<file path="src/common/rd_pkg.sv">
//////////////////////////////
// Read engine shared package
// Bus widths, burst limits and the payload types
//////////////////////////////

package rd_pkg;

  //////////////////////////////
  // Bus geometry
  //////////////////////////////
  localparam int ADDR_W = 32;
  localparam int DATA_W = 64;
  // Byte count input width
  localparam int XFER_W = 20;
  localparam int DW_BYTES = DATA_W / 8;
  localparam int LOG_DW_BYTES = $clog2(DW_BYTES);

  //////////////////////////////
  // Burst limits
  //////////////////////////////
  // Capped by the 256 beat protocol limit and the 4 KB boundary rule
  localparam int BURST_BEATS = (4096 / DW_BYTES < 256) ? 4096 / DW_BYTES : 256;
  localparam int LOG_BURST_BEATS = $clog2(BURST_BEATS);
  // Address step between bursts, also the alignment granule
  localparam int BURST_BYTES = BURST_BEATS * DW_BYTES;
  localparam int MAX_OUTSTANDING = 4;
  // Room for every beat that may be in flight
  localparam int FIFO_DEPTH = 2 ** $clog2(BURST_BEATS * MAX_OUTSTANDING);

  // Derived counter widths
  localparam int TOTAL_LEN_W = XFER_W - LOG_DW_BYTES;
  localparam int XFER_CNT_W = TOTAL_LEN_W - LOG_BURST_BEATS;
  localparam int OUTST_W = $clog2(MAX_OUTSTANDING + 1);

  //////////////////////////////
  // Types
  //////////////////////////////
  typedef logic [ADDR_W-1:0] addr_t;
  typedef logic [DATA_W-1:0] data_t;
  typedef logic [XFER_W-1:0] xfer_size_t;
  // Burst length in bus format, beats minus one
  typedef logic [LOG_BURST_BEATS-1:0] len_t;
  typedef logic [TOTAL_LEN_W-1:0] total_len_t;
  typedef logic [XFER_CNT_W-1:0] xfer_cnt_t;
  typedef logic [OUTST_W-1:0] outst_cnt_t;

  // Low address bits cleared to reach a burst boundary
  localparam addr_t ADDR_MASK = addr_t'(BURST_BYTES - 1);

  // FIFO entry, last flag on top of the beat data
  typedef struct packed {
    logic  last;
    data_t data;
  } beat_t;

endpackage
</file>
<file path="src/read_engine/rd_cmd_setup.sv">
//////////////////////////////
// Read command setup
// Beat rounding, alignment and burst split
//////////////////////////////

module rd_cmd_setup import rd_pkg::*; (
  input  logic       aclk,
  input  logic       areset,
  input  logic       ctrl_start,
  input  addr_t      ctrl_addr,
  input  xfer_size_t ctrl_size,
  output logic       go,
  output addr_t      base_addr,
  output xfer_cnt_t  burst_count,
  output len_t       final_len
);

  logic       start_d1;
  addr_t      addr_r;
  total_len_t total_len_r;

  // Start strobe delayed two cycles, gives time for the split
  always_ff @(posedge aclk) begin
    if (areset) begin
      start_d1 <= 1'b0;
      go       <= 1'b0;
    end else begin
      start_d1 <= ctrl_start;
      go       <= start_d1;
    end
  end

  // Request capture
  always_ff @(posedge aclk) begin
    if (ctrl_start) begin
      // Partial beat left over, truncation already rounds up
      if (ctrl_size[LOG_DW_BYTES-1:0] != '0) begin
        total_len_r <= ctrl_size[XFER_W-1:LOG_DW_BYTES];
      end else begin
        total_len_r <= ctrl_size[XFER_W-1:LOG_DW_BYTES] - 1'b1;
      end
      // Down to the burst boundary
      addr_r <= ctrl_addr & ~ADDR_MASK;
    end
  end

  // Remainder beats of the final burst, minus one
  always_ff @(posedge aclk) begin
    final_len <= total_len_r[LOG_BURST_BEATS-1:0];
  end

  // Upper bits count the bursts after the first
  assign burst_count = total_len_r[TOTAL_LEN_W-1:LOG_BURST_BEATS];
  assign base_addr   = addr_r;

endmodule

</file>
<file path="config.mk">
export PLATFORM = sky130hd
export DESIGN_NAME = rd_cmd_setup
export DESIGN_NICKNAME = d
export VERILOG_FILES = /design/src/common/rd_pkg.sv /design/src/read_engine/rd_cmd_setup.sv
export SDC_FILE = /design/constraint.sdc
export NUM_CORES = 1
export LEC_CHECK = 0
export BUFFER_PORTS_ARGS = -buffer_cell sky130_fd_sc_hd__buf_2
export CAP_MARGIN = 20
export CORE_MARGIN = 2
export CORE_UTILIZATION = 43
export DETAILED_ROUTE_END_ITERATION = 8
export PLACE_DENSITY = 0.78
export SYNTH_ARGS = -nofsm -noshare
export SYNTH_HDL_FRONTEND = slang
export SYNTH_SLANG_ARGS = --single-unit
</file>
<file path="constraint.sdc">
create_clock -name aclk -period 1.8 [get_ports aclk]
set_clock_uncertainty 0.1 [all_clocks]
set_input_delay 0.27 -clock aclk [delete_from_list [all_inputs] [get_ports aclk]]
set_output_delay 0.27 -clock aclk [all_outputs]
set_load 0.02 [all_outputs]
</file>
Yosys cells after proc, flatten, opt, wreduce, memory -nomap -nowiden --
Cells that the tools add are included.
Storage, ports and cells: logic and storage cells 8, register bits after elaboration 48, output and inout port bits 50
Operators by class: add/sub/neg operators 1, mux-type cells 1, reduce and logical (&&, ||, !) cells 1
Operator list (count):
- 17-bit 2-to-1 mux | 1
- 17-bit by 1-bit subtractor with 17-bit output, second input constant | 1
- 3-bit nonzero test | 1

Logic depth before layout (Yosys ltp) --
word-level depth 2, gate-level depth with buffers 5, mapped depth without buffers 5

Worst setup path before layout --
No wires, ideal clock.
path type in2reg, start input ctrl_size[1], end register total_len_r[7] (data pin), buffers on the path 0, cell stages on the path 4, required time 1.442 ns, setup time 0.258 ns, slack 0.271 ns, data arrival time 1.171 ns, cells stage by stage nor3_4 > nand3_2 > or3_1 > xnor2_1
On the way: cells in the longest elaborated chain, start to end 2
Ends and longest elaborated chain:
- from (decl) | RTL line rd_cmd_setup.sv:11 | input xfer_size_t ctrl_size,
- 3-bit nonzero test | RTL line rd_cmd_setup.sv:37 | if (ctrl_size[LOG_DW_BYTES-1:0] != '0) begin
- 17-bit 2-to-1 mux | RTL line rd_cmd_setup.sv:37
- to (signal assigned) | RTL line rd_cmd_setup.sv:38 | total_len_r <= ctrl_size[XFER_W-1:LOG_DW_BYTES];
- to (signal assigned) | RTL line rd_cmd_setup.sv:40 | total_len_r <= ctrl_size[XFER_W-1:LOG_DW_BYTES] - 1'b1;
- to (decl) | RTL line rd_cmd_setup.sv:20 | total_len_t total_len_r;
No other way between the ends. A chain may end at the register's enable or synchronous reset.

Worst setup path in the final report --
start input ctrl_size[10], end register total_len_r[13] (data pin)
On the way: cells in the longest elaborated chain, start to end 2
Ends and longest elaborated chain (RTL line):
- 17-bit by 1-bit subtractor with 17-bit output | rd_cmd_setup.sv:40
- 17-bit 2-to-1 mux | rd_cmd_setup.sv:37
No other way between the ends.

==> results.json <==
{
  "status": "finished clean",
  "power_w": 0.00228,
  "multiInputGateArea_um2": 402,
  "power_leakage_nw": 1.01,
  "drt_iter0_drc": 62,
  "required_ps": 1750,
  "cts_made_buffers": 5,
  "cp_top_family": "simple AND/OR/NAND/NOR gates",
  "pre_cts_ws_ps": 62.1,
  "antenna_left": 0,
  "final_nets": 254,
  "hold_buffers": 0,
  "cts.sinks": 48,
  "finalCritPeriodShare": 0.786,
  "hold_class": "in2reg",
  "grt_pass1_vias": 1009,
  "powerDensity_nw_per_um2": 971,
  "cp-end-kind": "flip-flop",
  "grt_pass1_wl_um": 4600,
  "fillers": 356,
  "final_hold_viol_count": 0,
  "syn_inst": 117,
  "synth-seq-cells": 48,
  "maxSlewViolCount": 0,
  "final_common_cell": "buf_2",
  "dieArea_um2": 4870,
  "drt_drc_violations_left": 0,
  "pin_count": 105,
  "finalNonFillerCells": 249,
  "dp.cells": 241,
  "worstSkewPairLatency_ps": 290,
  "overflow": 0,
  "initial_core_util": 0.456,
  "fin_ws_ps": 385,
  "ctsResizeCount": 0,
  "cts.path.max_buffers": 2,
  "grt_max_degree": 24,
  "seqCellArea_um2": 1340,
  "rsz0062_at_grt": "no",
  "rows": 23,
  "critPathKind": "in2reg",
  "track_usage": 0.126,
  "cts_tree": "done",
  "core_area_um2": 4090,
  "start_kind": "input port",
  "antenna_cells": 0,
  "layout_min_cycle_time_ps": 1420,
  "setup-tns-final_ps": 0,
  "first_pass_iters": 4,
  "final_cell_mix": "82 x buf_2, 38 x edfxtp_1, 11 x conb_1",
  "synth.avg_cell_area_um2": 15.9,
  "cts_max_level": 2,
  "critPathMaxFanout": 3,
  "post_cts_buffers": 0,
  "fmax_mhz": 707,
  "maxCapViolCount": 0,
  "routed_wl_um": 3070,
  "die_w_um": 69.8,
  "synth_cell_types": 22,
  "clk_pin_slew_worst_paths_ps": 80,
  "ys.warnings.count": 0,
  "port_buffers": 82,
  "areaGrowthSynthToFinish_pct": 26.2,
  "worstPathCellList": "buf_2 -> nor4_2 -> nand4_1 -> nor3_2 -> xor2_1",
  "dieHeight_um": 69.8,
  "slowest_stage": "nor4_2",
  "routed-via-count": 1120,
  "crit_buf_inv": 1,
  "gp_congestion": 0.680,
  "arrival_ps": 1360,
  "vias_per_cell": 4.50,
  "dp_hpwl_um": 2390,
  "cts_root_buf": "clkbuf_8",
  "syn_area_um2": 1860,
  "ir_worst_vdd_v": 0.000445,
  "yosysSeqAreaShare": 0.720,
  "post_drt_wl_per_cell_um": 12.3,
  "cp_slowest_stage_delay_ps": 400,
  "drive_above_1_share": 0.508,
  "grt_antenna_before_repair": 0,
  "finalSetupViolCount": 0,
  "hold_slack_ps": 40.6
}
==> path summary, 6_finish.rpt <==
check	start	endpoint	slack, ps	depth (start not counted)
worst max-delay path	ctrl_size[10]	total_len_r[13]	380	5
worst min-delay path	areset	start_d1	40	2
worst max register to register	start_d1	go	1200	1
worst min register to register	total_len_r[0]	final_len[0]	250	0
==> area by class of cell <==
type                    count  area share
clock buffers               8      0.0426
repair buffers             84       0.186
well taps                  50      0.0266
flip-flops and latches     48       0.571
multi-input cells          57       0.171
inverters                   2     0.00319
==> cell families after synthesis <==
logic type	synth area share
other	0.00201
AO/OA/AOI/OAI	0.00671
XOR/XNOR	0.0705
flip-flops	0.720
adder cells (fa/ha/maj)	0.00671
buffers and inverters	0.0846
AND/OR/NAND/NOR	0.109
==> report_power, final <==
part,internal [W],switching [W]
logic,0.000102,0.000197
registers,0.00129,0.0000180
clock network,0.000351,0.000325
total,0.00174,0.000540
==> cell usage after synthesis (all sizes together) <==
master    n  area, µm²
nor4      3       37.5
o31ai     1       7.51
nand4     2       12.5
buf      20        150
inv       2       7.51
ha        1       12.5
nand4bb   1       11.3
xor2     10       87.6
nor2b     2       12.5
edfxtp   38       1140
nor3      5       56.3
nor2      8       30.0
conb      1       3.75
dfxtp    10        200
nand3     2       15.0
xnor2     5       43.8
a21oi     1       5.00
nand2     3       11.3
or3       2       17.5
==> stage by stage <==
stage | area, µm² | util
2_1_floorplan | 1900 | -
3_3_place_gp | 2250 | 0.551
3_5_place_dp | 2250 | 0.551
4_1_cts | 2350 | 0.575
5_1_grt | 2350 | 0.575
6_report | 2350 | 0.575
==> routing by layer <==
layer	global-route usage	vias to the layer above	part of all wire
met5	0	-	0
met4	0.0513	0	0.012
met3	0.0741	4	0.14
met2	0.185	77	0.42
met1	0.152	496	0.43
li1	-	543	-
==> flip-flops by register name (all words and copies together), names as in the netlist <==
signal / cells
base_addr: 21
final_len: 8
go: 1
start_d1: 1
total_len_r: 17
Note: power is estimated with default switching activity, not from simulation.
