$ cat src/common/rd_pkg.sv
//////////////////////////////
// Read engine shared package
// Bus widths, burst limits and the payload types
//////////////////////////////

package rd_pkg;

  //////////////////////////////
  // Bus geometry
  //////////////////////////////
  localparam int ADDR_W = 32;
  localparam int DATA_W = 64;
  // Byte count input width
  localparam int XFER_W = 20;
  localparam int DW_BYTES = DATA_W / 8;
  localparam int LOG_DW_BYTES = $clog2(DW_BYTES);

  //////////////////////////////
  // Burst limits
  //////////////////////////////
  // Capped by the 256 beat protocol limit and the 4 KB boundary rule
  localparam int BURST_BEATS = (4096 / DW_BYTES < 256) ? 4096 / DW_BYTES : 256;
  localparam int LOG_BURST_BEATS = $clog2(BURST_BEATS);
  // Address step between bursts, also the alignment granule
  localparam int BURST_BYTES = BURST_BEATS * DW_BYTES;
  localparam int MAX_OUTSTANDING = 4;
  // Room for every beat that may be in flight
  localparam int FIFO_DEPTH = 2 ** $clog2(BURST_BEATS * MAX_OUTSTANDING);

  // Derived counter widths
  localparam int TOTAL_LEN_W = XFER_W - LOG_DW_BYTES;
  localparam int XFER_CNT_W = TOTAL_LEN_W - LOG_BURST_BEATS;
  localparam int OUTST_W = $clog2(MAX_OUTSTANDING + 1);

  //////////////////////////////
  // Types
  //////////////////////////////
  typedef logic [ADDR_W-1:0] addr_t;
  typedef logic [DATA_W-1:0] data_t;
  typedef logic [XFER_W-1:0] xfer_size_t;
  // Burst length in bus format, beats minus one
  typedef logic [LOG_BURST_BEATS-1:0] len_t;
  typedef logic [TOTAL_LEN_W-1:0] total_len_t;
  typedef logic [XFER_CNT_W-1:0] xfer_cnt_t;
  typedef logic [OUTST_W-1:0] outst_cnt_t;

  // Low address bits cleared to reach a burst boundary
  localparam addr_t ADDR_MASK = addr_t'(BURST_BYTES - 1);

  // FIFO entry, last flag on top of the beat data
  typedef struct packed {
    logic  last;
    data_t data;
  } beat_t;

endpackage
$ cat src/read_engine/rd_resp_track.sv
//////////////////////////////
// Read response tracker
// Counts bursts back, pulses done
//////////////////////////////

module rd_resp_track import rd_pkg::*; (
  input  logic      aclk,
  input  logic      areset,
  input  logic      go,
  input  xfer_cnt_t burst_count,
  input  logic      m_axi_rvalid,
  input  logic      m_axi_rlast,
  output logic      ctrl_done
);

  // rready is tied high, so every valid beat is taken
  logic burst_end;
  logic final_burst;

  assign burst_end = m_axi_rvalid && m_axi_rlast;

  // Bursts still to come back after the current one
  updown_counter #(
    .count_t (xfer_cnt_t)
  ) u_resp_cnt (
    .aclk       (aclk),
    .areset     (areset),
    .load       (go),
    .incr       (1'b0),
    .decr       (burst_end),
    .load_value (burst_count),
    .init_value ('0),
    .count      (),
    .is_zero    (final_burst)
  );

  // Single cycle, the count leaves zero on the same edge
  always_ff @(posedge aclk) begin
    if (areset) begin
      ctrl_done <= 1'b0;
    end else begin
      ctrl_done <= burst_end && final_burst;
    end
  end

endmodule

$ cat src/verilog/updown_counter.sv
//////////////////////////////
// Up/down counter
// Loadable, with a zero flag
//////////////////////////////

module updown_counter import rd_pkg::*; #(
  parameter type count_t = xfer_cnt_t
) (
  input  logic   aclk,
  input  logic   areset,
  input  logic   load,
  input  logic   incr,
  input  logic   decr,
  input  count_t load_value,
  input  count_t init_value,
  output count_t count,
  output logic   is_zero
);

  // Load wins; a simultaneous incr and decr cancel out
  always_ff @(posedge aclk) begin
    if (areset) begin
      count <= init_value;
    end else if (load) begin
      count <= load_value;
    end else if (incr && !decr) begin
      count <= count + count_t'(1);
    end else if (decr && !incr) begin
      count <= count - count_t'(1);
    end
  end

  // Plain compare of the current count
  assign is_zero = (count == '0);

endmodule

$ cat config.mk
export PLATFORM = sky130hd
export DESIGN_NAME = rd_resp_track
export DESIGN_NICKNAME = d
export VERILOG_FILES = /design/src/common/rd_pkg.sv /design/src/read_engine/rd_resp_track.sv /design/src/verilog/updown_counter.sv
export SDC_FILE = /design/constraint.sdc
export NUM_CORES = 1
export LEC_CHECK = 0
export BUFFER_PORTS_ARGS = -buffer_cell sky130_fd_sc_hd__buf_4
export CORE_AREA = 2 2 39 41
export DETAILED_ROUTE_END_ITERATION = 8
export DIE_AREA = 0 0 41 43
export PLACE_DENSITY_LB_ADDON = 0.12
export SYNTH_ARGS = -nofsm -noshare
export SYNTH_HDL_FRONTEND = slang
export SYNTH_SLANG_ARGS = --single-unit
export TNS_END_PERCENT = 10
$ cat constraint.sdc
create_clock -name aclk -period 5.17 [get_ports aclk]
set_clock_uncertainty 0.1 [all_clocks]
set_input_delay 0 -clock aclk [delete_from_list [all_inputs] [get_ports aclk]]
set_output_delay 0 -clock aclk [all_outputs]
set_load 0.005 [all_outputs]
# ---- After elaboration in Yosys (flattened, before gate mapping)
# Index checks and enable logic that the tools add are counted.
dict set report classes {
  addsub 1
  n_mux 2
  n_reduce_logical 4
}
# cell n
set ops {}
lappend ops {{$mux W9} 2}
lappend ops {{$logic_not A9 Y1} 1}
lappend ops {{$sub A9 B1 Y9 const B} 1}
lappend ops {{$logic_and A1 B1 Y1} 2}
lappend ops {{$reduce_bool A2 Y1} 1}
dict set report word_totals {
  ff_bits 10
  input_bits 14
  elab_cells 9
}

# ---- Logic depth before layout (Yosys ltp)
dict set report logic_depth {
  depth_word 3
  depth_mapped 5
  depth_no_buf 5
}

# ---- By module
# From an unflattened synthesis, not the netlist that was laid out.
dict set report unflattened {
  cells_unflattened 94
  hier_area_um2 865.8
}
# module instances cells_each area_per_inst_um2 seq_area_each_um2
set modules_own_cells {}
lappend modules_own_cells {updown_counter 1 90 825.8 270.3}
lappend modules_own_cells {rd_resp_track 1 4 40.0 20.0}

# ---- Least setup slack after synthesis
# Ideal clock, no wire load.
dict set report synth_timing {
  kind {flip-flop to flip-flop}
  start {reg u_resp_cnt.count[4] (netlist bit)}
  end {reg u_resp_cnt.count[8] (netlist bit)}
  setup_ns 0.091
  arrival_time_ns 1.481
  t_required_ns 4.979
  path_slack_ns 3.498
  path_stages_with_launch 4
  path_buffers 0
  period_less_slack_ns 1.672
  path_cell_list {dfxtp_1 or4_4 or4_1 a311oi_1}
}
dict set report synth_via {
  elab_chain_cells 3
}
# item line
set synth_rtl {}
lappend synth_rtl {{start: declaration} updown_counter.sv:16} ;# output count_t count,
lappend synth_rtl {{start signal: assignment} updown_counter.sv:23} ;# count <= init_value;
lappend synth_rtl {{start signal: assignment} updown_counter.sv:25} ;# count <= load_value;
lappend synth_rtl {{start signal: assignment} updown_counter.sv:27} ;# count <= count + count_t'(1);
lappend synth_rtl {{$sub A9 B1 Y9} updown_counter.sv:29} ;# count <= count - count_t'(1);
lappend synth_rtl {{$mux W9} updown_counter.sv:28} ;# end else if (decr && !incr) begin
lappend synth_rtl {{$mux W9} updown_counter.sv:24} ;# end else if (load) begin
# Every way passes these cells. The select of a mux whose other input is x is not followed.
# A chain may end at the register's enable or synchronous reset.

# ---- Worst setup path after layout
dict set report layout_timing {
  start {reg u_resp_cnt.count[4] (netlist bit)}
  end {reg u_resp_cnt.count[7] (netlist bit)}
}
# Same word-level chain as after synthesis.

==> out/summary.txt <==
PLACED DESIGN
----------------------------------------------------------------------------------------
Placed Instances                                                                      86
Final weighted congestion of routability-driven global placement                   0.687
Count of input and output buffers                                                     14
Post-detail-place hpwl                                                            783 µm

LOGIC SYNTHESIS
----------------------------------------------------------------------------------------
Post-Syn Area per Cell                                                          8.78 µm²
Net count after synthesis                                                             73
Ys async rst share                                                                     0
Share of the synthesized area in the top cell type                                 0.393
Yosys warnings                                                                         0
Share of the yosys chip area belonging to registers                                0.393
Flip-flop cell with the highest count after synthesis                            dfxtp_1
Cell types with the largest area share after synthesis                      dfxtp_1, a311oi_1, nor2_1, inv_1, o31ai_1
Number of distinct library cells after synthesis                                      29
Most area-hungry cell type in the Yosys netlist                                  dfxtp_1
Number of synthesized register bits                                                   10
Number of instances in the synthesized netlist                                        58
Cell Area, Synth                                                                 509 µm²
Number of flops mapped to enable cells by yosys                                        0

SETUP PATH
----------------------------------------------------------------------------------------
Data required, critical path                                                     5.29 ns
Endpoint arrival time on the critical path                                       2.40 ns
Worst path slowest cell                                                            or4_4
Element type at the critical path start                                        flip-flop
Worst stage delay on the critical path                                           0.57 ns
Worst Reg-to-Reg Cells                                                                 4
Origin of the critical flop-to-flop path                                    u_resp_cnt.count[4]$_SDFFE_PP0P_
Ordered list of cells on the worst path                                     or4_4 > or4_1 > a311oi_1 > dlygate4sd3_1
Maximum net fanout on the critical path                                                5
Crit path launch                                                            u_resp_cnt.count[4]$_SDFFE_PP0P_
Worst Path Class, Setup                                                       reg -> reg
Crit path capture type                                                         flip-flop

TIMING
----------------------------------------------------------------------------------------
Summed negative setup slack over all endpoints                                      0 ns
Period utilisation layout                                                          0.441
Final critical path time including I/O delays and setup                          2.28 ns
Maximum clock rate                                                               439 MHz
Slew margin rel.                                                                   0.734
Setup repair after global routing missed its margin                                   no
Finish-stage setup viols                                                               0
Final Hold Vio Count                                                                   0
Final Max Tran Viols                                                                   0
Worst Max-Slew Pin Slew                                                         0.398 ns

GLOBAL ROUTING
----------------------------------------------------------------------------------------
Grt met3 use                                                                      0.0942
Overflow left after global routing                                                     0
Maximum number of pins on one net before global-route repair                          15
Number of global-route vias before repair                                            477
Met1 track demand over resource in global routing                                  0.200
Met2 capacity usage during global routing                                          0.244
Overall track demand over capacity in global routing                               0.168
Antenna violations before repair                                                       0
Global-route wire length before repair                                           1940 µm
Highest-utilization routing layer at the global route stage                         met2

MIN PATH
----------------------------------------------------------------------------------------
WHS Path Cells                                                                         4
Worst hold-check path type                                                     in -> reg
HP Start                                                                     m_axi_rlast

FINAL LAYOUT
----------------------------------------------------------------------------------------
Multi-input combinational cell area                                              287 µm²
Area growth from synthesis to layout                                               55.8%
Leading cell type in the layout, fill and taps excluded                            buf_4
Fraction of layout instances using a drive strength above 1                        0.241
Most used cells in the layout excluding fill and tap cells                  buf_4, dlygate4sd3_1, dfxtp_1
Filler cell count in the final layout                                                123
Count of antenna diodes in the layout                                                  0
Non-Filler Instances                                                                 103
Area taken by flip-flops and latches                                             200 µm²
Net count reported at finish                                                         103

DETAILED ROUTING
----------------------------------------------------------------------------------------
Post-route ant nets                                                                    0
# DRC                                                                                  0
First DRT Iteration DRCs                                                              12
Number of search-and-repair iterations in the first detailed-routing pass              4
Aggregate routed wire length                                                     1200 µm
Routed wire length per instance                                                  11.6 µm
Average via count per standard cell                                                 5.28
Via count                                                                            544

JOB
----------------------------------------------------------------------------------------
Maximum Capacitance Violations                                                         0

CLOCK TREE
----------------------------------------------------------------------------------------
H-tree depth reported by CTS                                                           1
Total clock buffers created by CTS                                                     3
Clock-pin transition on the worst setup and hold timing paths                    0.07 ns
Post-CTS Setup Inserts                                                                 0
Source-to-sink clock delay at the later pin of the worst-skew pair               0.27 ns
Root buffer cell                                                                clkbuf_4
Maximum number of buffers from clock root to sink                                      2
Num Clock Sinks                                                                       10
Clock tree from TritonCTS                                                          built

DIE
----------------------------------------------------------------------------------------
Starting density of the core                                                       0.368
Num rows                                                                              14
Die ar.                                                                         1760 µm²
Die outline height                                                                 43 µm
Core footprint                                                                  1380 µm²
Die Wd                                                                             41 µm
Boundary Pins                                                                         15

RUN STATUS
----------------------------------------------------------------------------------------
Run status                                                                  finished clean

PWR
----------------------------------------------------------------------------------------
Leakage power                                                                   0.318 nW
Highest ir drop seen on vdd                                                     0.227 mV
Pwr Density                                                                   252 nW/µm²

==> report_power, final <==
| part | switching (mW) | total [mW] | internal, mW |
|---|---|---|---|
| sequential | 0.00556 | 0.0882 | 0.0826 |
| clock | 0.0290 | 0.0718 | 0.0428 |
| combinational | 0.0154 | 0.0398 | 0.0244 |
==> state kept, by name, indices dropped and copies added (netlist names) <==
| register | flops |
|---|---|
| ctrl_done | 1 |
| u_resp_cnt.count | 9 |
==> stage by stage <==
| stage | worst slack [ns] | total power, mW | utilization | cell area, µm² | hold slack [ns] |
|---|---|---|---|---|---|
| CTS | 2.89 | 0.202 | 0.573 | 793 | 0.0504 |
| finish | 2.89 | 0.200 | 0.573 | 793 | 0.0546 |
| global placement | 3.44 | 0.121 | 0.453 | 627 | 0.153 |
| global route | 2.84 | 0.212 | 0.573 | 793 | 0.0898 |
| detailed placement | 3.42 | 0.121 | 0.453 | 627 | 0.162 |
| floorplan | 3.50 | 0.108 | - | 509 | 0.0112 |
==> critical path: cells and delay by family, from the launching register on <==
family / cells / cell delay, ns
simple gates: 2 / 0.97
buf+inv: 1 / 0.57
flops: 1 / 0.35
compound gates: 1 / 0.25
==> synth_stat cells, drive strengths merged, types with 2 or more instances <==
cell type	n
a311oi	5
inv	4
o21ai	2
nor2	8
o31ai	2
a21oi	2
dfxtp	10
or4	3
nand2	3
==> worst paths after layout <==
path	end	slack (ns)
setup / recovery	u_resp_cnt.count[7]$_SDFFE_PP0P_	2.89
hold reg to reg	ctrl_done$_SDFF_PP0_	0.36
setup reg to reg	u_resp_cnt.count[7]$_SDFFE_PP0P_	2.89
hold / removal	u_resp_cnt.count[0]$_SDFFE_PP0P_	0.05
==> what timing repair did <==
| item | CTS | global route |
|---|---|---|
| endpoints found under the setup margin | 0 | 0 |
| hold buffers | 13 | 0 |
| hold endpoints to repair | 10 | 0 |
| gates resized for setup | 0 | 0 |
==> kinds of logic (layout without fill, tap and decap cells) <==
group | after synthesis | count (layout) | share of synthesized area
simple gates | 23 | 23 | 0.260
compound gates | 17 | 17 | 0.260
flops | 10 | 10 | 0.393
buf+inv | 6 | 35 | 0.0442
fa+ha+maj | 1 | 1 | 0.0246
xor+xnor | 1 | 1 | 0.0172
==> layout make-up <==
| type | instances | area share |
|---|---|---|
| multi-input combinational | 42 | 0.361 |
| inverter | 4 | 0.0189 |
| tap | 16 | 0.0252 |
| timing repair buffer | 27 | 0.297 |
| sequential | 10 | 0.252 |
| clock buffer | 4 | 0.0457 |
==> routing by layer <==
layer	vias up	wire, µm
li1	283	-
met1	247	555
met2	12	558
met3	2	70
met4	0	10
met5	-	0
No activity file was read; power rests on OpenSTA's default activity.
