==> src/common/rd_pkg.sv <==
//////////////////////////////
// Read engine shared package
// Bus widths, burst limits and the payload types
//////////////////////////////

package rd_pkg;

  //////////////////////////////
  // Bus geometry
  //////////////////////////////
  localparam int ADDR_W = 32;
  localparam int DATA_W = 64;
  // Byte count input width
  localparam int XFER_W = 20;
  localparam int DW_BYTES = DATA_W / 8;
  localparam int LOG_DW_BYTES = $clog2(DW_BYTES);

  //////////////////////////////
  // Burst limits
  //////////////////////////////
  // Capped by the 256 beat protocol limit and the 4 KB boundary rule
  localparam int BURST_BEATS = (4096 / DW_BYTES < 256) ? 4096 / DW_BYTES : 256;
  localparam int LOG_BURST_BEATS = $clog2(BURST_BEATS);
  // Address step between bursts, also the alignment granule
  localparam int BURST_BYTES = BURST_BEATS * DW_BYTES;
  localparam int MAX_OUTSTANDING = 4;
  // Room for every beat that may be in flight
  localparam int FIFO_DEPTH = 2 ** $clog2(BURST_BEATS * MAX_OUTSTANDING);

  // Derived counter widths
  localparam int TOTAL_LEN_W = XFER_W - LOG_DW_BYTES;
  localparam int XFER_CNT_W = TOTAL_LEN_W - LOG_BURST_BEATS;
  localparam int OUTST_W = $clog2(MAX_OUTSTANDING + 1);

  //////////////////////////////
  // Types
  //////////////////////////////
  typedef logic [ADDR_W-1:0] addr_t;
  typedef logic [DATA_W-1:0] data_t;
  typedef logic [XFER_W-1:0] xfer_size_t;
  // Burst length in bus format, beats minus one
  typedef logic [LOG_BURST_BEATS-1:0] len_t;
  typedef logic [TOTAL_LEN_W-1:0] total_len_t;
  typedef logic [XFER_CNT_W-1:0] xfer_cnt_t;
  typedef logic [OUTST_W-1:0] outst_cnt_t;

  // Low address bits cleared to reach a burst boundary
  localparam addr_t ADDR_MASK = addr_t'(BURST_BYTES - 1);

  // FIFO entry, last flag on top of the beat data
  typedef struct packed {
    logic  last;
    data_t data;
  } beat_t;

endpackage
==> src/read_engine/rd_ar_issue.sv <==
//////////////////////////////
// Read address issue
// Burst stepping with an outstanding limit
//////////////////////////////

module rd_ar_issue import rd_pkg::*; (
  input  logic      aclk,
  input  logic      areset,
  input  logic      go,
  input  addr_t     base_addr,
  input  xfer_cnt_t burst_count,
  input  len_t      final_len,
  input  logic      burst_retired,
  output logic      m_axi_arvalid,
  input  logic      m_axi_arready,
  output addr_t     m_axi_araddr,
  output len_t      m_axi_arlen
);

  logic arxfer;
  logic ar_idle;
  logic ar_last_burst;
  logic ar_done;
  logic stall_ar;

  assign arxfer  = m_axi_arvalid && m_axi_arready;
  assign ar_done = ar_last_burst && arxfer;

  //////////////////////////////
  // Request valid
  //////////////////////////////
  // Rises only from low, so each burst sees a fresh stall check
  always_ff @(posedge aclk) begin
    if (areset) begin
      m_axi_arvalid <= 1'b0;
    end else if (!ar_idle && !stall_ar && !m_axi_arvalid) begin
      m_axi_arvalid <= 1'b1;
    end else if (m_axi_arready) begin
      m_axi_arvalid <= 1'b0;
    end
  end

  // Nothing to issue between requests
  always_ff @(posedge aclk) begin
    if (areset) begin
      ar_idle <= 1'b1;
    end else if (go) begin
      ar_idle <= 1'b0;
    end else if (ar_done) begin
      ar_idle <= 1'b1;
    end
  end

  // Next burst address after each transfer
  always_ff @(posedge aclk) begin
    if (go) begin
      m_axi_araddr <= base_addr;
    end else if (arxfer) begin
      m_axi_araddr <= m_axi_araddr + addr_t'(BURST_BYTES);
    end
  end

  // Short length only on the final burst
  assign m_axi_arlen = ar_last_burst ? final_len : len_t'(BURST_BEATS - 1);

  //////////////////////////////
  // Counters
  //////////////////////////////
  // Bursts still to send, zero means this one is the last
  updown_counter #(
    .count_t (xfer_cnt_t)
  ) u_burst_cnt (
    .aclk       (aclk),
    .areset     (areset),
    .load       (go),
    .incr       (1'b0),
    .decr       (arxfer),
    .load_value (burst_count),
    .init_value ('0),
    .count      (),
    .is_zero    (ar_last_burst)
  );

  // Free outstanding slots, a slot returns when its last beat leaves the stream
  updown_counter #(
    .count_t (outst_cnt_t)
  ) u_vacancy_cnt (
    .aclk       (aclk),
    .areset     (areset),
    .load       (1'b0),
    .incr       (burst_retired),
    .decr       (arxfer),
    .load_value ('0),
    .init_value (outst_cnt_t'(MAX_OUTSTANDING)),
    .count      (),
    .is_zero    (stall_ar)
  );

endmodule

==> src/verilog/updown_counter.sv <==
//////////////////////////////
// Up/down counter
// Loadable, with a zero flag
//////////////////////////////

module updown_counter import rd_pkg::*; #(
  parameter type count_t = xfer_cnt_t
) (
  input  logic   aclk,
  input  logic   areset,
  input  logic   load,
  input  logic   incr,
  input  logic   decr,
  input  count_t load_value,
  input  count_t init_value,
  output count_t count,
  output logic   is_zero
);

  // Load wins; a simultaneous incr and decr cancel out
  always_ff @(posedge aclk) begin
    if (areset) begin
      count <= init_value;
    end else if (load) begin
      count <= load_value;
    end else if (incr && !decr) begin
      count <= count + count_t'(1);
    end else if (decr && !incr) begin
      count <= count - count_t'(1);
    end
  end

  // Plain compare of the current count
  assign is_zero = (count == '0);

endmodule

==> config.mk <==
export PLATFORM = sky130hd
export DESIGN_NAME = rd_ar_issue
export DESIGN_NICKNAME = d
export VERILOG_FILES = /design/src/common/rd_pkg.sv /design/src/read_engine/rd_ar_issue.sv /design/src/verilog/updown_counter.sv
export SDC_FILE = /design/constraint.sdc
export NUM_CORES = 1
export LEC_CHECK = 0
export ABC_AREA = 1
export BUFFER_PORTS_ARGS = -buffer_cell sky130_fd_sc_hd__buf_4
export CAP_MARGIN = 5
export CORE_MARGIN = 2
export CORE_UTILIZATION = 50
export CTS_CLUSTER_DIAMETER = 50
export CTS_CLUSTER_SIZE = 30
export DETAILED_ROUTE_END_ITERATION = 16
export PLACE_DENSITY = 0.87
export SLEW_MARGIN = 20
export SYNTH_ARGS = -nofsm -noshare
export SYNTH_HDL_FRONTEND = slang
export SYNTH_SLANG_ARGS = --single-unit
==> constraint.sdc <==
create_clock -name aclk -period 1.8 [get_ports aclk]
set_clock_uncertainty 0.1 [all_clocks]
set_input_delay 0.18 -clock aclk [delete_from_list [all_inputs] [get_ports aclk]]
set_output_delay 0.18 -clock aclk [all_outputs]
set_load 0.05 [all_outputs]
Yosys cells after proc, flatten, opt, wreduce, memory -nomap -nowiden:

Cells that the tools add are included.

* output and inout port bits: 41
* word-level logic and storage cells: 37
* bits in registers: 46

* multiplexer cells: 11
* reduce and logical (&&, ||, !) cells: 17
* add/sub/neg operators: 4

Operator list (count)
* 2-to-1 mux 32 bit: 2
* adder 32 x 12 -> 32 bit, second input constant: 1
* 2-to-1 mux 9 bit: 2
* logical NOT 9 bit: 1
* subtractor 9 x 1 -> 9 bit, second input constant: 1
* 2-to-1 mux 8 bit: 1
* nonzero test 2 bit: 4
* logical AND 1 bit: 6
* 2-to-1 mux 3 bit: 2
* logical NOT 1 bit: 5
* 2-to-1 mux 1 bit: 4
* adder 3 x 1 -> 3 bit, second input constant: 1
* logical NOT 3 bit: 1
* subtractor 3 x 1 -> 3 bit, second input constant: 1

Depth between registers and ports, before layout:

Gate-level depths: netlist (run 1).

* depth in word-level cells: 5
* depth in mapped cells: 9
* depth with buffers taken out: 9

By module:

Synthesis (run 1) repeated with hierarchy kept, for this count alone.

* cell total of the unflattened synthesis: 417
* area total of the unflattened synthesis: 3166.8 um2

Modules (own cells, without submodules)
* rd_ar_issue: times used 1, area each 1990.7 um2, cells each 246
* updown_counter (u_burst_cnt): times used 1, area each 933.4 um2, cells each 137
* updown_counter (u_vacancy_cnt): times used 1, area each 242.7 um2, cells each 34

Least setup slack after synthesis (run 1):

Ideal clock, no wire load.

* kind: register to register
* start: reg m_axi_arvalid
* end: reg u_burst_cnt.count[1] in the netlist's numbering
* data arrival time: 1.781 ns
* setup slack: -0.166 ns
* cell stages (with the launch flop): 5
* library setup time: 0.086 ns
* clock period less this slack: 1.966 ns
* data required time: 1.614 ns
* cells stage by stage: dfxtp_1 nand2_1 nand2_1 inv_1 a211oi_1

* word-level cells in the longest chain between the ends: 2

RTL lines
* start, declared: line rd_ar_issue.sv:14 `output logic m_axi_arvalid,`
* start signal, assigned: line rd_ar_issue.sv:35 `m_axi_arvalid <= 1'b0;`
* start signal, assigned: line rd_ar_issue.sv:37 `m_axi_arvalid <= 1'b1;`
* start signal, assigned: line rd_ar_issue.sv:39 `m_axi_arvalid <= 1'b0;`
* logical AND 1 bit: line rd_ar_issue.sv:26 `assign arxfer = m_axi_arvalid && m_axi_arready;`
* nonzero test 2 bit (no line)
* end signal, assigned: line updown_counter.sv:23 `count <= init_value;`
* end signal, assigned: line updown_counter.sv:25 `count <= load_value;`
* end signal, assigned: line updown_counter.sv:27 `count <= count + count_t'(1);`
* end, declared: line updown_counter.sv:16 `output count_t count,`

No other way between the ends.
A chain may end at the register's enable or synchronous reset.

Worst setup path in the final report (run 1):

* start: reg u_burst_cnt.count[5] in the netlist's numbering
* end: out m_axi_arlen[0]

* word-level cells in the longest chain between the ends: 2

RTL lines
* logical NOT 9 bit: line updown_counter.sv:34 `assign is_zero = (count == '0);`
* 2-to-1 mux 8 bit: line rd_ar_issue.sv:64 `assign m_axi_arlen = ar_last_burst ? final_len : len_t'(BURST_BEATS - 1);`
* end, declared: line rd_ar_issue.sv:17 `output len_t m_axi_arlen`

No other way between the ends.

==> flow_summary.ini, run 1 <==
[floorplan]
io_pins = 95
start_util_pct = 51.7
coreArea_sq_um = 5070
die-area_sq_um = 5850
die_w_microns = 76.5
rows = 26
die_y_microns = 76.5

[finish]
area_delta_synth_final_pct = 40.5
fin_area_sq_um = 3690
layout.cells.non_filler = 510
final_net_count = 497
fill_cells = 415
drive_gt1_share_pct = 32.7
num_antenna_cells = 0

[power_and_ir_drop]
powerDensity_nw_per_um2 = 779
clkPwrFrac_pct = 21.1
comb_power_share_pct = 32.2
seq_power_share_pct = 46.7
power_leakage_nw = 1.73
ir_worst_vdd_uv = 456
swShare_pct = 35.3
p_int_w = 0.00186
power.switching_w = 0.00102

[flow_run]
maxCapViolations = 0

[clock_tree]
ctsHoldBuffers = 0
clk_pin_slew_worst_paths_ns = 0.09
clock_sinks = 46
cts_tree = built
clkLatencyLatePin_ns = 0.29
cts_buffers = 5
htreeDepth = 2
clock_path_buffers = 2
cts-root-buf = clkbuf_8

[worst_setup_path]
r2r_end = u_vacancy_cnt.count[2]
cp-start-kind = flop
cp.required_ns = 1.52
ff2ff_path_depth = 8
end_kind = primary output
r2r_slack_ns = 0.14
cp_common_cell = nor2_4
cp_cell_sequence = nor2_4 -> nand2_1 -> nor2_4 -> nand2_4 -> or2_1 -> buf_6
critPathMaxStageDelay_ns = 0.35
worstSetupPathType = reg2out
crit_path_max_fanout = 8
cp.arrival_ns = 1.55
r2r_start = m_axi_arvalid
slowest_stage = dfxtp_1

[sta]
fin_ws_ns = -0.0266
finalHoldWorstSlack_ns = 0.0361
setup_viol = 8
tightest_slew_ns = 0.456
hold_viol = 0
fmaxAchievable_mhz = 547
tns_ns = -0.115
finalCriticalPeriod_ns = 1.83
fin_crit_sh_pct = 101
drv_slew = 0
max_slew_margin_pct = 69.5
rsz0062_at_grt = true

[min_path]
hold_end = u_burst_cnt.count[3]
whs_path_depth = 2
hp-class = in2reg
worstHoldStart = areset

[route]
wl_per_cell_microns = 13.1
drcViolationCount = 0
drt-initial-drc-count = 185
vias_per_cell = 4.97
ant_nets = 0
vias = 2536
dr.pass1.iters = 4
routed_wl_microns = 6660

[logic_synthesis]
synth_seq_cells = 46
yosysWarnings = 0
synth_top_family_by_area = simple AND/OR/NAND/NOR gates
synth_fp_nets = 395
syn-cell-area_sq_um = 2630
seq_area_frac_synth_pct = 47.3
yosysTopAreaCellShare_pct = 36.6
synth_fa_ha_area_share_pct = 2.19
syn_area_per_cell_sq_um = 7.79
synthCells = 337
synth_largest_area_cell = edfxtp_1
synth_area_leaders = edfxtp_1 (37%), nand2_1 (15%), dfxtp_1 (11%)
synth_xor_xnor_area_share_pct = 3.67
muxShareOfSynthArea_pct = 0
synth_compound_area_share_pct = 6.86
synth_cell_types = 32
synth-simple-area-share_pct = 32.6

[global_route]
antenna_found_initial = 0
grt_overflow = 0
grt_usage_pct = 23.2
grt_pass1_vias = 2575
grt_max_degree = 30
grt_pass1_wl_microns = 11000

[place]
portBuffers = 94
dp.cells = 499
dp_hpwl_microns = 4810
dpl_cell_area_sq_um = 3480
gp_congestion = 0.891

[status]
violations = negative setup slack
status = finished, violations left
## cell families after synthesis
| logic type | count (synthesis) |
|---|---|
| xor gates and xnor gates | 11 |
| AOI/OAI and AO/OA | 32 |
| DFF | 46 |
| buffers and inverters | 50 |
| adders and majority gates | 4 |
| and+or+nand+nor | 194 |
## through the flow
| stage | worst slack (ns) | utilization, % | power, W |
|---|---|---|---|
| 2_1_floorplan | -0.0845 | - | 0.00192 |
| 3_3_place_gp | 0.104 | 68.6 | 0.00220 |
| 3_5_place_dp | 0.0386 | 68.6 | 0.00223 |
| 4_1_cts | -0.0378 | 72.0 | 0.00286 |
| 5_1_grt | -0.0840 | 72.7 | 0.00302 |
| 6_report | -0.0266 | 72.7 | 0.00287 |
## per-layer routing
| metal | GRT usage [%] | vias up | share of wire, % |
|---|---|---|---|
| li1 | - | 1285 | - |
| met1 | 26.0 | 1141 | 38 |
| met2 | 42.7 | 98 | 53 |
| met3 | 4.98 | 12 | 6.7 |
| met4 | 9.09 | 0 | 2.0 |
| met5 | 0 | - | 0 |
## power by group through the flow
stage               Clock (W)  Combinational (W)  Sequential, W
floorplan                   0           0.000334        0.00158
global placement            0           0.000843        0.00136
detailed placement          0           0.000865        0.00136
CTS                  0.000618           0.000906        0.00134
global route         0.000667           0.000998        0.00136
finish               0.000608           0.000924        0.00134
## worst max path at each step
stage	start	to	cells past startpoint
after floorplan	m_axi_araddr[11]	m_axi_araddr[27]	8
after global placement	u_burst_cnt.count[0]	m_axi_arlen[7]	7
after detailed placement	u_burst_cnt.count[0]	m_axi_arlen[5]	7
after CTS	u_burst_cnt.count[1]	m_axi_arlen[5]	7
after global routing	u_burst_cnt.count[5]	m_axi_arlen[0]	6
final	u_burst_cnt.count[5]	m_axi_arlen[0]	6
## synth_stat cells (all sizes together)
library cell / number
o21bai: 3
nor2: 40
or2: 10
nand2: 111
nand4: 3
nand3b: 1
o21ai: 16
nor3: 1
a31oi: 4
xor2: 9
edfxtp: 32
o211ai: 1
xnor2: 2
a211oi: 1
inv: 41
buf: 5
a22oi: 1
fa: 1
clkbuf: 4
a21oi: 6
nand3: 28
dfxtp: 14
ha: 3
## final cells by class
cell class / count / area [sq um] / area share [%]
well taps: 70 / 87.6 / 2.37
clock inverters: 2 / 8.76 / 0.237
flip-flops and latches: 46 / 1240 / 33.8
repair buffers: 104 / 838 / 22.7
multi-input cells: 241 / 1280 / 34.7
inverters: 41 / 156 / 4.24
clock buffers: 6 / 72.6 / 1.97
## worst max-delay path: cells and delay by family, from the launching register on
kind / cells / cell delay [ns]
simple gates: 5 / 0.74
flops: 1 / 0.35
buf+inv: 1 / 0.16
## sequential cells by signal, summed over array words and instances, names as in the netlist
register / count
ar_idle: 1
u_burst_cnt.count: 9
m_axi_araddr: 32
u_vacancy_cnt.count: 3
m_axi_arvalid: 1
## what timing repair did
| item | 4_1_cts | 5_1_grt |
|---|---|---|
| endpoints found under the setup margin | 8 | 9 |
| setup buffers | 2 | 1 |
| pin swaps | 3 | 1 |
| resized for setup | 24 | 5 |
## cells in the final DEF (no fill, tap or decap), types with 2 or more instances in the layout
cell type,netlist,layout
nand3_4,0,2
o21bai_1,3,3
or2_1,4,4
o21ai_0,13,13
ha_4,0,2
nand3_1,27,26
o21ai_1,3,3
clkbuf_8,0,5
dfxtp_1,14,11
nor2_1,31,29
xnor2_1,2,2
nand4_1,3,3
or2_4,0,4
xor2_1,9,9
buf_8,0,4
nand2_4,1,2
buf_4,0,95
nand2_1,108,104
nand2_2,2,5
nor2_2,6,5
a21oi_1,6,6
edfxtp_1,32,32
inv_2,2,3
a31oi_1,4,4
inv_1,39,37
dfxtp_2,0,3
nor2_4,3,6
buf_6,0,4
No activity file was read; power rests on OpenSTA's default activity.
==> run 2, diff against run 1 <==
--- a/config.mk
+++ b/config.mk
@@ -8,8 +8,8 @@
 export ABC_AREA = 1
 export BUFFER_PORTS_ARGS = -buffer_cell sky130_fd_sc_hd__buf_4
 export CAP_MARGIN = 5
-export CORE_MARGIN = 2
-export CORE_UTILIZATION = 50
+export CORE_MARGIN = 1.5
+export CORE_UTILIZATION = 52
 export CTS_CLUSTER_DIAMETER = 50
 export CTS_CLUSTER_SIZE = 30
 export DETAILED_ROUTE_END_ITERATION = 16
@@ -17,4 +17,5 @@
 export SLEW_MARGIN = 20
 export SYNTH_ARGS = -nofsm -noshare
 export SYNTH_HDL_FRONTEND = slang
+export SYNTH_HIERARCHICAL = 1
 export SYNTH_SLANG_ARGS = --single-unit
==> run 2 against run 1 <==
  * The flow still finishes with violations (negative setup slack)
  * Global-route usage increased by 0.93 points
  * Critical path depth stayed put
  * Non-clock buffer count grew 9
  * First-iteration DRC count is 3.2% lower
  * Highest routed layer unchanged
==> flow_summary.ini, run 2 <==
[finish]
largest_register = m_axi_araddr
largest_reg_flops = 32
num_antenna_cells = 0
drive_gt1_share_pct = 32.2
final_net_count = 612
area_delta_synth_final_pct = 38.7
final_core_util_pct = 74.6
layout.cells.non_filler = 624
final_cell_mix = nand2_1 (137), buf_4 (104), inv_1 (45)
reg_top3 = m_axi_araddr x32, u_burst_cnt/count x9, u_vacancy_cnt/count x3
layout.cells.most_common = nand2_1

[sta]
setup_viol = 11
finalCriticalPeriod_ns = 2.16
drv_slew = 0
finalHoldWorstSlack_ns = 0.0218
fin_ws_ns = -0.355
tightest_slew_ns = 0.646
rsz0062_at_grt = true
fmaxAchievable_mhz = 464
hold_viol = 0
tns_ns = -2.74
max_slew_margin_pct = 56.8
fin_crit_sh_pct = 120

[worst_setup_path]
critPathMaxStageDelay_ns = 0.44
cp_num_buf_inv = 2
cp.arrival_ns = 1.88
cp-start-kind = flop
cp.required_ns = 1.52
critPathTopFamily = simple AND/OR/NAND/NOR gates
cp_cell_sequence = nor2_1 -> nand2_1 -> nor4_4 -> clkinvlp_2 -> or2_4 -> buf_6
end_kind = primary output
worstSetupPathType = reg2out
slowest_stage = edfxtp_1
crit_path_max_fanout = 4

[logic_synthesis]
synth_area_leaders = edfxtp_1 (42%), nand2_1 (17%), nand3_1 (5.8%)
yosys-top-cells-count = nand2_1 (142), inv_1 (47), edfxtp_1 (44)
synth_edf_count = 44
yosysWarnings = 6
synth_cell_types = 37
syn-cell-area_sq_um = 3170
synth_most_common_cell = nand2_1
syn_area_per_cell_sq_um = 7.59
seq_area_frac_synth_pct = 43.0
synth_largest_area_cell = edfxtp_1
synth_seq_cells = 46
ys.flop_type = edfxtp_1
synthCells = 417
yosysTopAreaCellShare_pct = 41.7
synth-async-reset-ratio_pct = 0

[power_and_ir_drop]
total_power_w = 0.00327
powerDensity_nw_per_um2 = 745
clkPwrFrac_pct = 20.7
p_int_w = 0.00205
comb_power_share_pct = 36.2
seq_power_share_pct = 43.1
power_leakage_nw = 2.20
swShare_pct = 37.4
power.switching_w = 0.00122
ir_worst_vdd_uv = 445

[clock_tree]
clock_sinks = 46
clkLatencyLatePin_ns = 0.31
clk_pin_slew_worst_paths_ns = 0.10
cts_tree = built
clock_path_buffers = 2
htreeDepth = 2
cts-root-buf = clkbuf_8
cts_buffers = 5

[route]
vias_per_cell = 5.02
drcViolationCount = 0
drt-initial-drc-count = 179
wl_per_cell_microns = 13.0
dr.pass1.iters = 4
routed_wl_microns = 8130
vias = 3133
ant_nets = 0

[status]
status = finished, violations left
violations = negative setup slack

[flow_run]
maxCapViolations = 0

[floorplan]
die-area_sq_um = 6570
die_y_microns = 81.0
start_util_pct = 53.8
coreArea_sq_um = 5890
rows = 28
io_pins = 95
die_w_microns = 81.0

[place]
gp_congestion = 0.866
portBuffers = 94
dp_hpwl_microns = 5610
dp.cells = 604

[global_route]
grt_overflow = 0
grt_pass1_wl_microns = 12300
antenna_found_initial = 0
grt_max_degree = 30
grt_usage_pct = 24.1
grt_pass1_vias = 2876

[min_path]
hp-class = in2reg
## run 2: changes by cell type after synthesis, sizes merged, moves of 4 or more
cell,delta
nand3,+11
o21ai,-4
nand2,+35
xor2,-6
edfxtp,+12
a31oi,-4
inv,+13
dfxtp,-12
ha,+5
a21oi,+16
nor2,+9
## run 2: area by class of cell
class                      instances  area, sq um
clock buffer                       5         68.8
clock inverter                     3         23.8
fill                             452         1490
inverter                          55          209
multi-input combinational        326         1750
sequential                        46         1360
tap                               75         93.8
timing repair buffer             113          882
timing repair inverter             1         5.00
## run 2: worst min-delay path, cell delays in order
cell	delay, ns
buf_4	0.08
nand2_1	0.04
inv_1	0.04
## run 2: power groups by stage
stage / clock, W / combinational (W) / sequential (W)
2_1_floorplan: 0 / 0.000489 / 0.00164
3_3_place_gp: 0 / 0.00100 / 0.00142
3_5_place_dp: 0 / 0.00103 / 0.00143
4_1_cts: 0.000685 / 0.00106 / 0.00141
5_1_grt: 0.000721 / 0.00129 / 0.00142
6_report: 0.000676 / 0.00118 / 0.00141
## run 2: path summary, 6_finish.rpt
kind	start	cells after the start	slack [ns]	end
max	u_burst_cnt/count[6]	6	-0.36	m_axi_arlen[2]
min	base_addr[7]	3	0.02	m_axi_araddr[7]
max reg2reg	u_burst_cnt/count[0]	10	-0.06	u_burst_cnt/count[8]
min reg2reg	ar_idle	2	0.41	ar_idle
## run 2: logic make-up (layout without fill, tap and decap cells)
group                      count (synthesis)  in the layout  share of synthesized area, %
AOI/OAI and AO/OA                         37             37                          6.08
xor gates and xnor gates                   3              3                         0.830
adders and majority gates                 10             10                          4.43
buffers and inverters                     63            177                          8.14
DFF                                       46             46                          43.0
other                                      2             20                         0.237
and+or+nand+nor                          256            256                          37.3
## run 2: timing repair
action	4_1_cts	5_1_grt
hold buffers	0	0
cloned	0	1
buffers inserted	2	12
gates resized for setup	14	25
pin swaps	3	11
endpoints found under the setup margin	11	18
## run 2: metal layers
layer / part of all wire, % / GRT usage (%) / vias to the layer above
li1: - / - / 1575
met1: 41 / 27.4 / 1420
met2: 51 / 44.3 / 125
met3: 6.9 / 5.17 / 13
met4: 1.2 / 8.62 / 0
met5: 0 / 0 / -
## run 2: metrics by stage
| stage | worst slack, ns | cell area [sq um] |
|---|---|---|
| finish | -0.355 | 4390 |
| detailed placement | -0.0759 | 4050 |
| global route | -0.440 | 4390 |
| global placement | 0.00340 | 4050 |
| CTS | -0.314 | 4210 |
| floorplan | -0.164 | 3240 |
==> run 3, diff against run 2 <==
--- a/config.mk
+++ b/config.mk
@@ -13,7 +13,8 @@
 export CTS_CLUSTER_DIAMETER = 50
 export CTS_CLUSTER_SIZE = 30
 export DETAILED_ROUTE_END_ITERATION = 16
-export PLACE_DENSITY = 0.87
+export GPL_ROUTABILITY_DRIVEN = 0
+export PLACE_DENSITY = 0.88
 export SLEW_MARGIN = 20
 export SYNTH_ARGS = -nofsm -noshare
 export SYNTH_HDL_FRONTEND = slang
==> run 3 against run 2 <==
  * The flow still finishes with violations (negative setup slack)
  * First-iteration DRC count is 47% higher
  * Flip-flop and latch count unchanged
  * Sequential share of layout area is 0.98 points lower
  * Design area is 3.3% higher
  * Largest cell class unchanged
  * Largest power group unchanged
  * Highest routed layer unchanged
==> flow_summary.ini, run 3 (synthesis gave the netlist of run 2 again) <==
[sta]
fin_ws_ns = -0.431
finalCriticalPeriod_ns = 2.23
max_slew_margin_pct = 53.9
rsz0062_at_grt = true
finalHoldWorstSlack_ns = 0.0189
fmaxAchievable_mhz = 448
fin_crit_sh_pct = 124
drv_slew = 0
tightest_slew_ns = 0.689
hold_viol = 0
setup_viol = 13

[finish]
reg_top3 = m_axi_araddr x32, u_burst_cnt/count x9, u_vacancy_cnt/count x3
num_antenna_cells = 0
drive_gt1_share_pct = 35.0
area_delta_synth_final_pct = 43.2
largest_reg_flops = 32
largest_register = m_axi_araddr
layout.cells.non_filler = 632
layout.cells.most_common = nand2_1
final_core_util_pct = 77.1
final_cell_mix = nand2_1 (132), buf_4 (110), inv_1 (44), edfxtp_1 (44), nor2_1 (38)
final_net_count = 620
fill_cells = 406

[route]
dr.pass1.iters = 7
ant_nets = 0
vias = 3290
vias_per_cell = 5.21
wl_per_cell_microns = 14.1
drt-initial-drc-count = 263
routed_wl_microns = 8930
drcViolationCount = 0

[worst_setup_path]
cp_cell_sequence = nor2_1 -> nand2_1 -> nor4_4 -> clkinvlp_4 -> or2_4 -> buf_6
end_kind = primary output
cp-start-kind = flop
crit_path_max_fanout = 4
cp.arrival_ns = 1.95
slowest_stage = edfxtp_1
critPathMaxStageDelay_ns = 0.40
cp.required_ns = 1.52
worstSetupPathType = reg2out

[clock_tree]
cts_buffers = 5
ctsHoldBuffers = 0
clkLatencyLatePin_ns = 0.31
cts-root-buf = clkbuf_8
clk_pin_slew_worst_paths_ns = 0.10
cts_tree = built
clock_sinks = 46
clock_path_buffers = 2
htreeDepth = 2

[floorplan]
coreArea_sq_um = 5890
io_pins = 95
rows = 28
start_util_pct = 53.8
die_w_microns = 81.0
die-area_sq_um = 6570
die_y_microns = 81.0

[power_and_ir_drop]
powerDensity_nw_per_um2 = 751
ir_worst_vdd_uv = 447
power_leakage_nw = 2.27
total_power_w = 0.00340

[status]
violations = negative setup slack
status = finished, violations left

[flow_run]
maxCapViolations = 0

[global_route]
grt_usage_pct = 25.8
grt_pass1_vias = 2964
antenna_found_initial = 0
grt_max_degree = 31
grt_pass1_wl_microns = 13200
grt_overflow = 0

[place]
portBuffers = 94
dp.cells = 606
dp_hpwl_microns = 5800

[min_path]
hp-class = in2reg
==> run 3: cell types whose count changed in the layout (fill, tap and decap cells not counted), moves of 2 or more <==
| cell | previous run | this run |
|---|---|---|
| buf_6 | 9 | 7 |
| buf_4 | 104 | 110 |
| nand2_1 | 137 | 132 |
| or2_2 | 6 | 1 |
| buf_8 | 0 | 4 |
| nand3_1 | 36 | 34 |
| nand2_2 | 5 | 9 |
| or2_4 | 5 | 10 |
==> run 3: stage by stage <==
stage | area [sq um] | TNS (ns) | setup WS (ns)
final | 4540 | -3.73 | -0.431
after global routing | 4540 | -4.53 | -0.482
after CTS | 4330 | -2.91 | -0.366
after detailed placement | 4060 | -0.166 | -0.0351
after global placement | 4060 | 0 | 0.00554
after floorplan | 3240 | -0.930 | -0.164
==> run 3: worst paths after layout <==
path                                            from               to  slack (ns)  depth (start not counted)
worst min register to register               ar_idle          ar_idle        0.42                          2
worst max register to register  u_burst_cnt/count[7]          ar_idle       -0.22                         10
worst min-delay path                    base_addr[8]  m_axi_araddr[8]        0.02                          3
worst max-delay path            u_burst_cnt/count[7]   m_axi_arlen[4]       -0.43                          6
==> run 3: area by class of cell <==
type | count | area (sq um) | share of cell area (%)
clock buffers | 5 | 68.8 | 1.52
clock inverters | 3 | 28.8 | 0.634
inverters | 55 | 209 | 4.61
multi-input cells | 326 | 1800 | 39.7
flip-flops and latches | 46 | 1360 | 30.0
well taps | 75 | 93.8 | 2.07
repair buffers | 121 | 965 | 21.3
repair inverters | 1 | 7.51 | 0.166
==> run 3: worst max-delay path: cells and delay by family (launching register included) <==
family / cells / cell delay, ns
and+or+nand+nor: 4 / 0.87
DFF: 1 / 0.40
buffers and inverters: 2 / 0.37
==> run 3: power by group <==
part,internal [W],leakage [nW],total [W],switching (W)
clock network,0.000291,0.0506,0.000706,0.000415
logic,0.000518,1.76,0.00129,0.000770
registers,0.00131,0.458,0.00141,0.000102
==> run 3: metal layers <==
layer	global-route usage, %	up-vias	wire, microns
li1	-	1594	-
met1	30.4	1512	3520
met2	47.0	160	4570
met3	4.49	24	619
met4	8.79	0	225
met5	0	-	0
==> run 3: timing repair <==
| item | 4_1_cts | 5_1_grt |
|---|---|---|
| setup endpoints to repair | 10 | 19 |
| gates cloned | 1 | 0 |
| setup buffers | 9 | 9 |
| pin swaps | 5 | 21 |
| resized for setup | 25 | 35 |
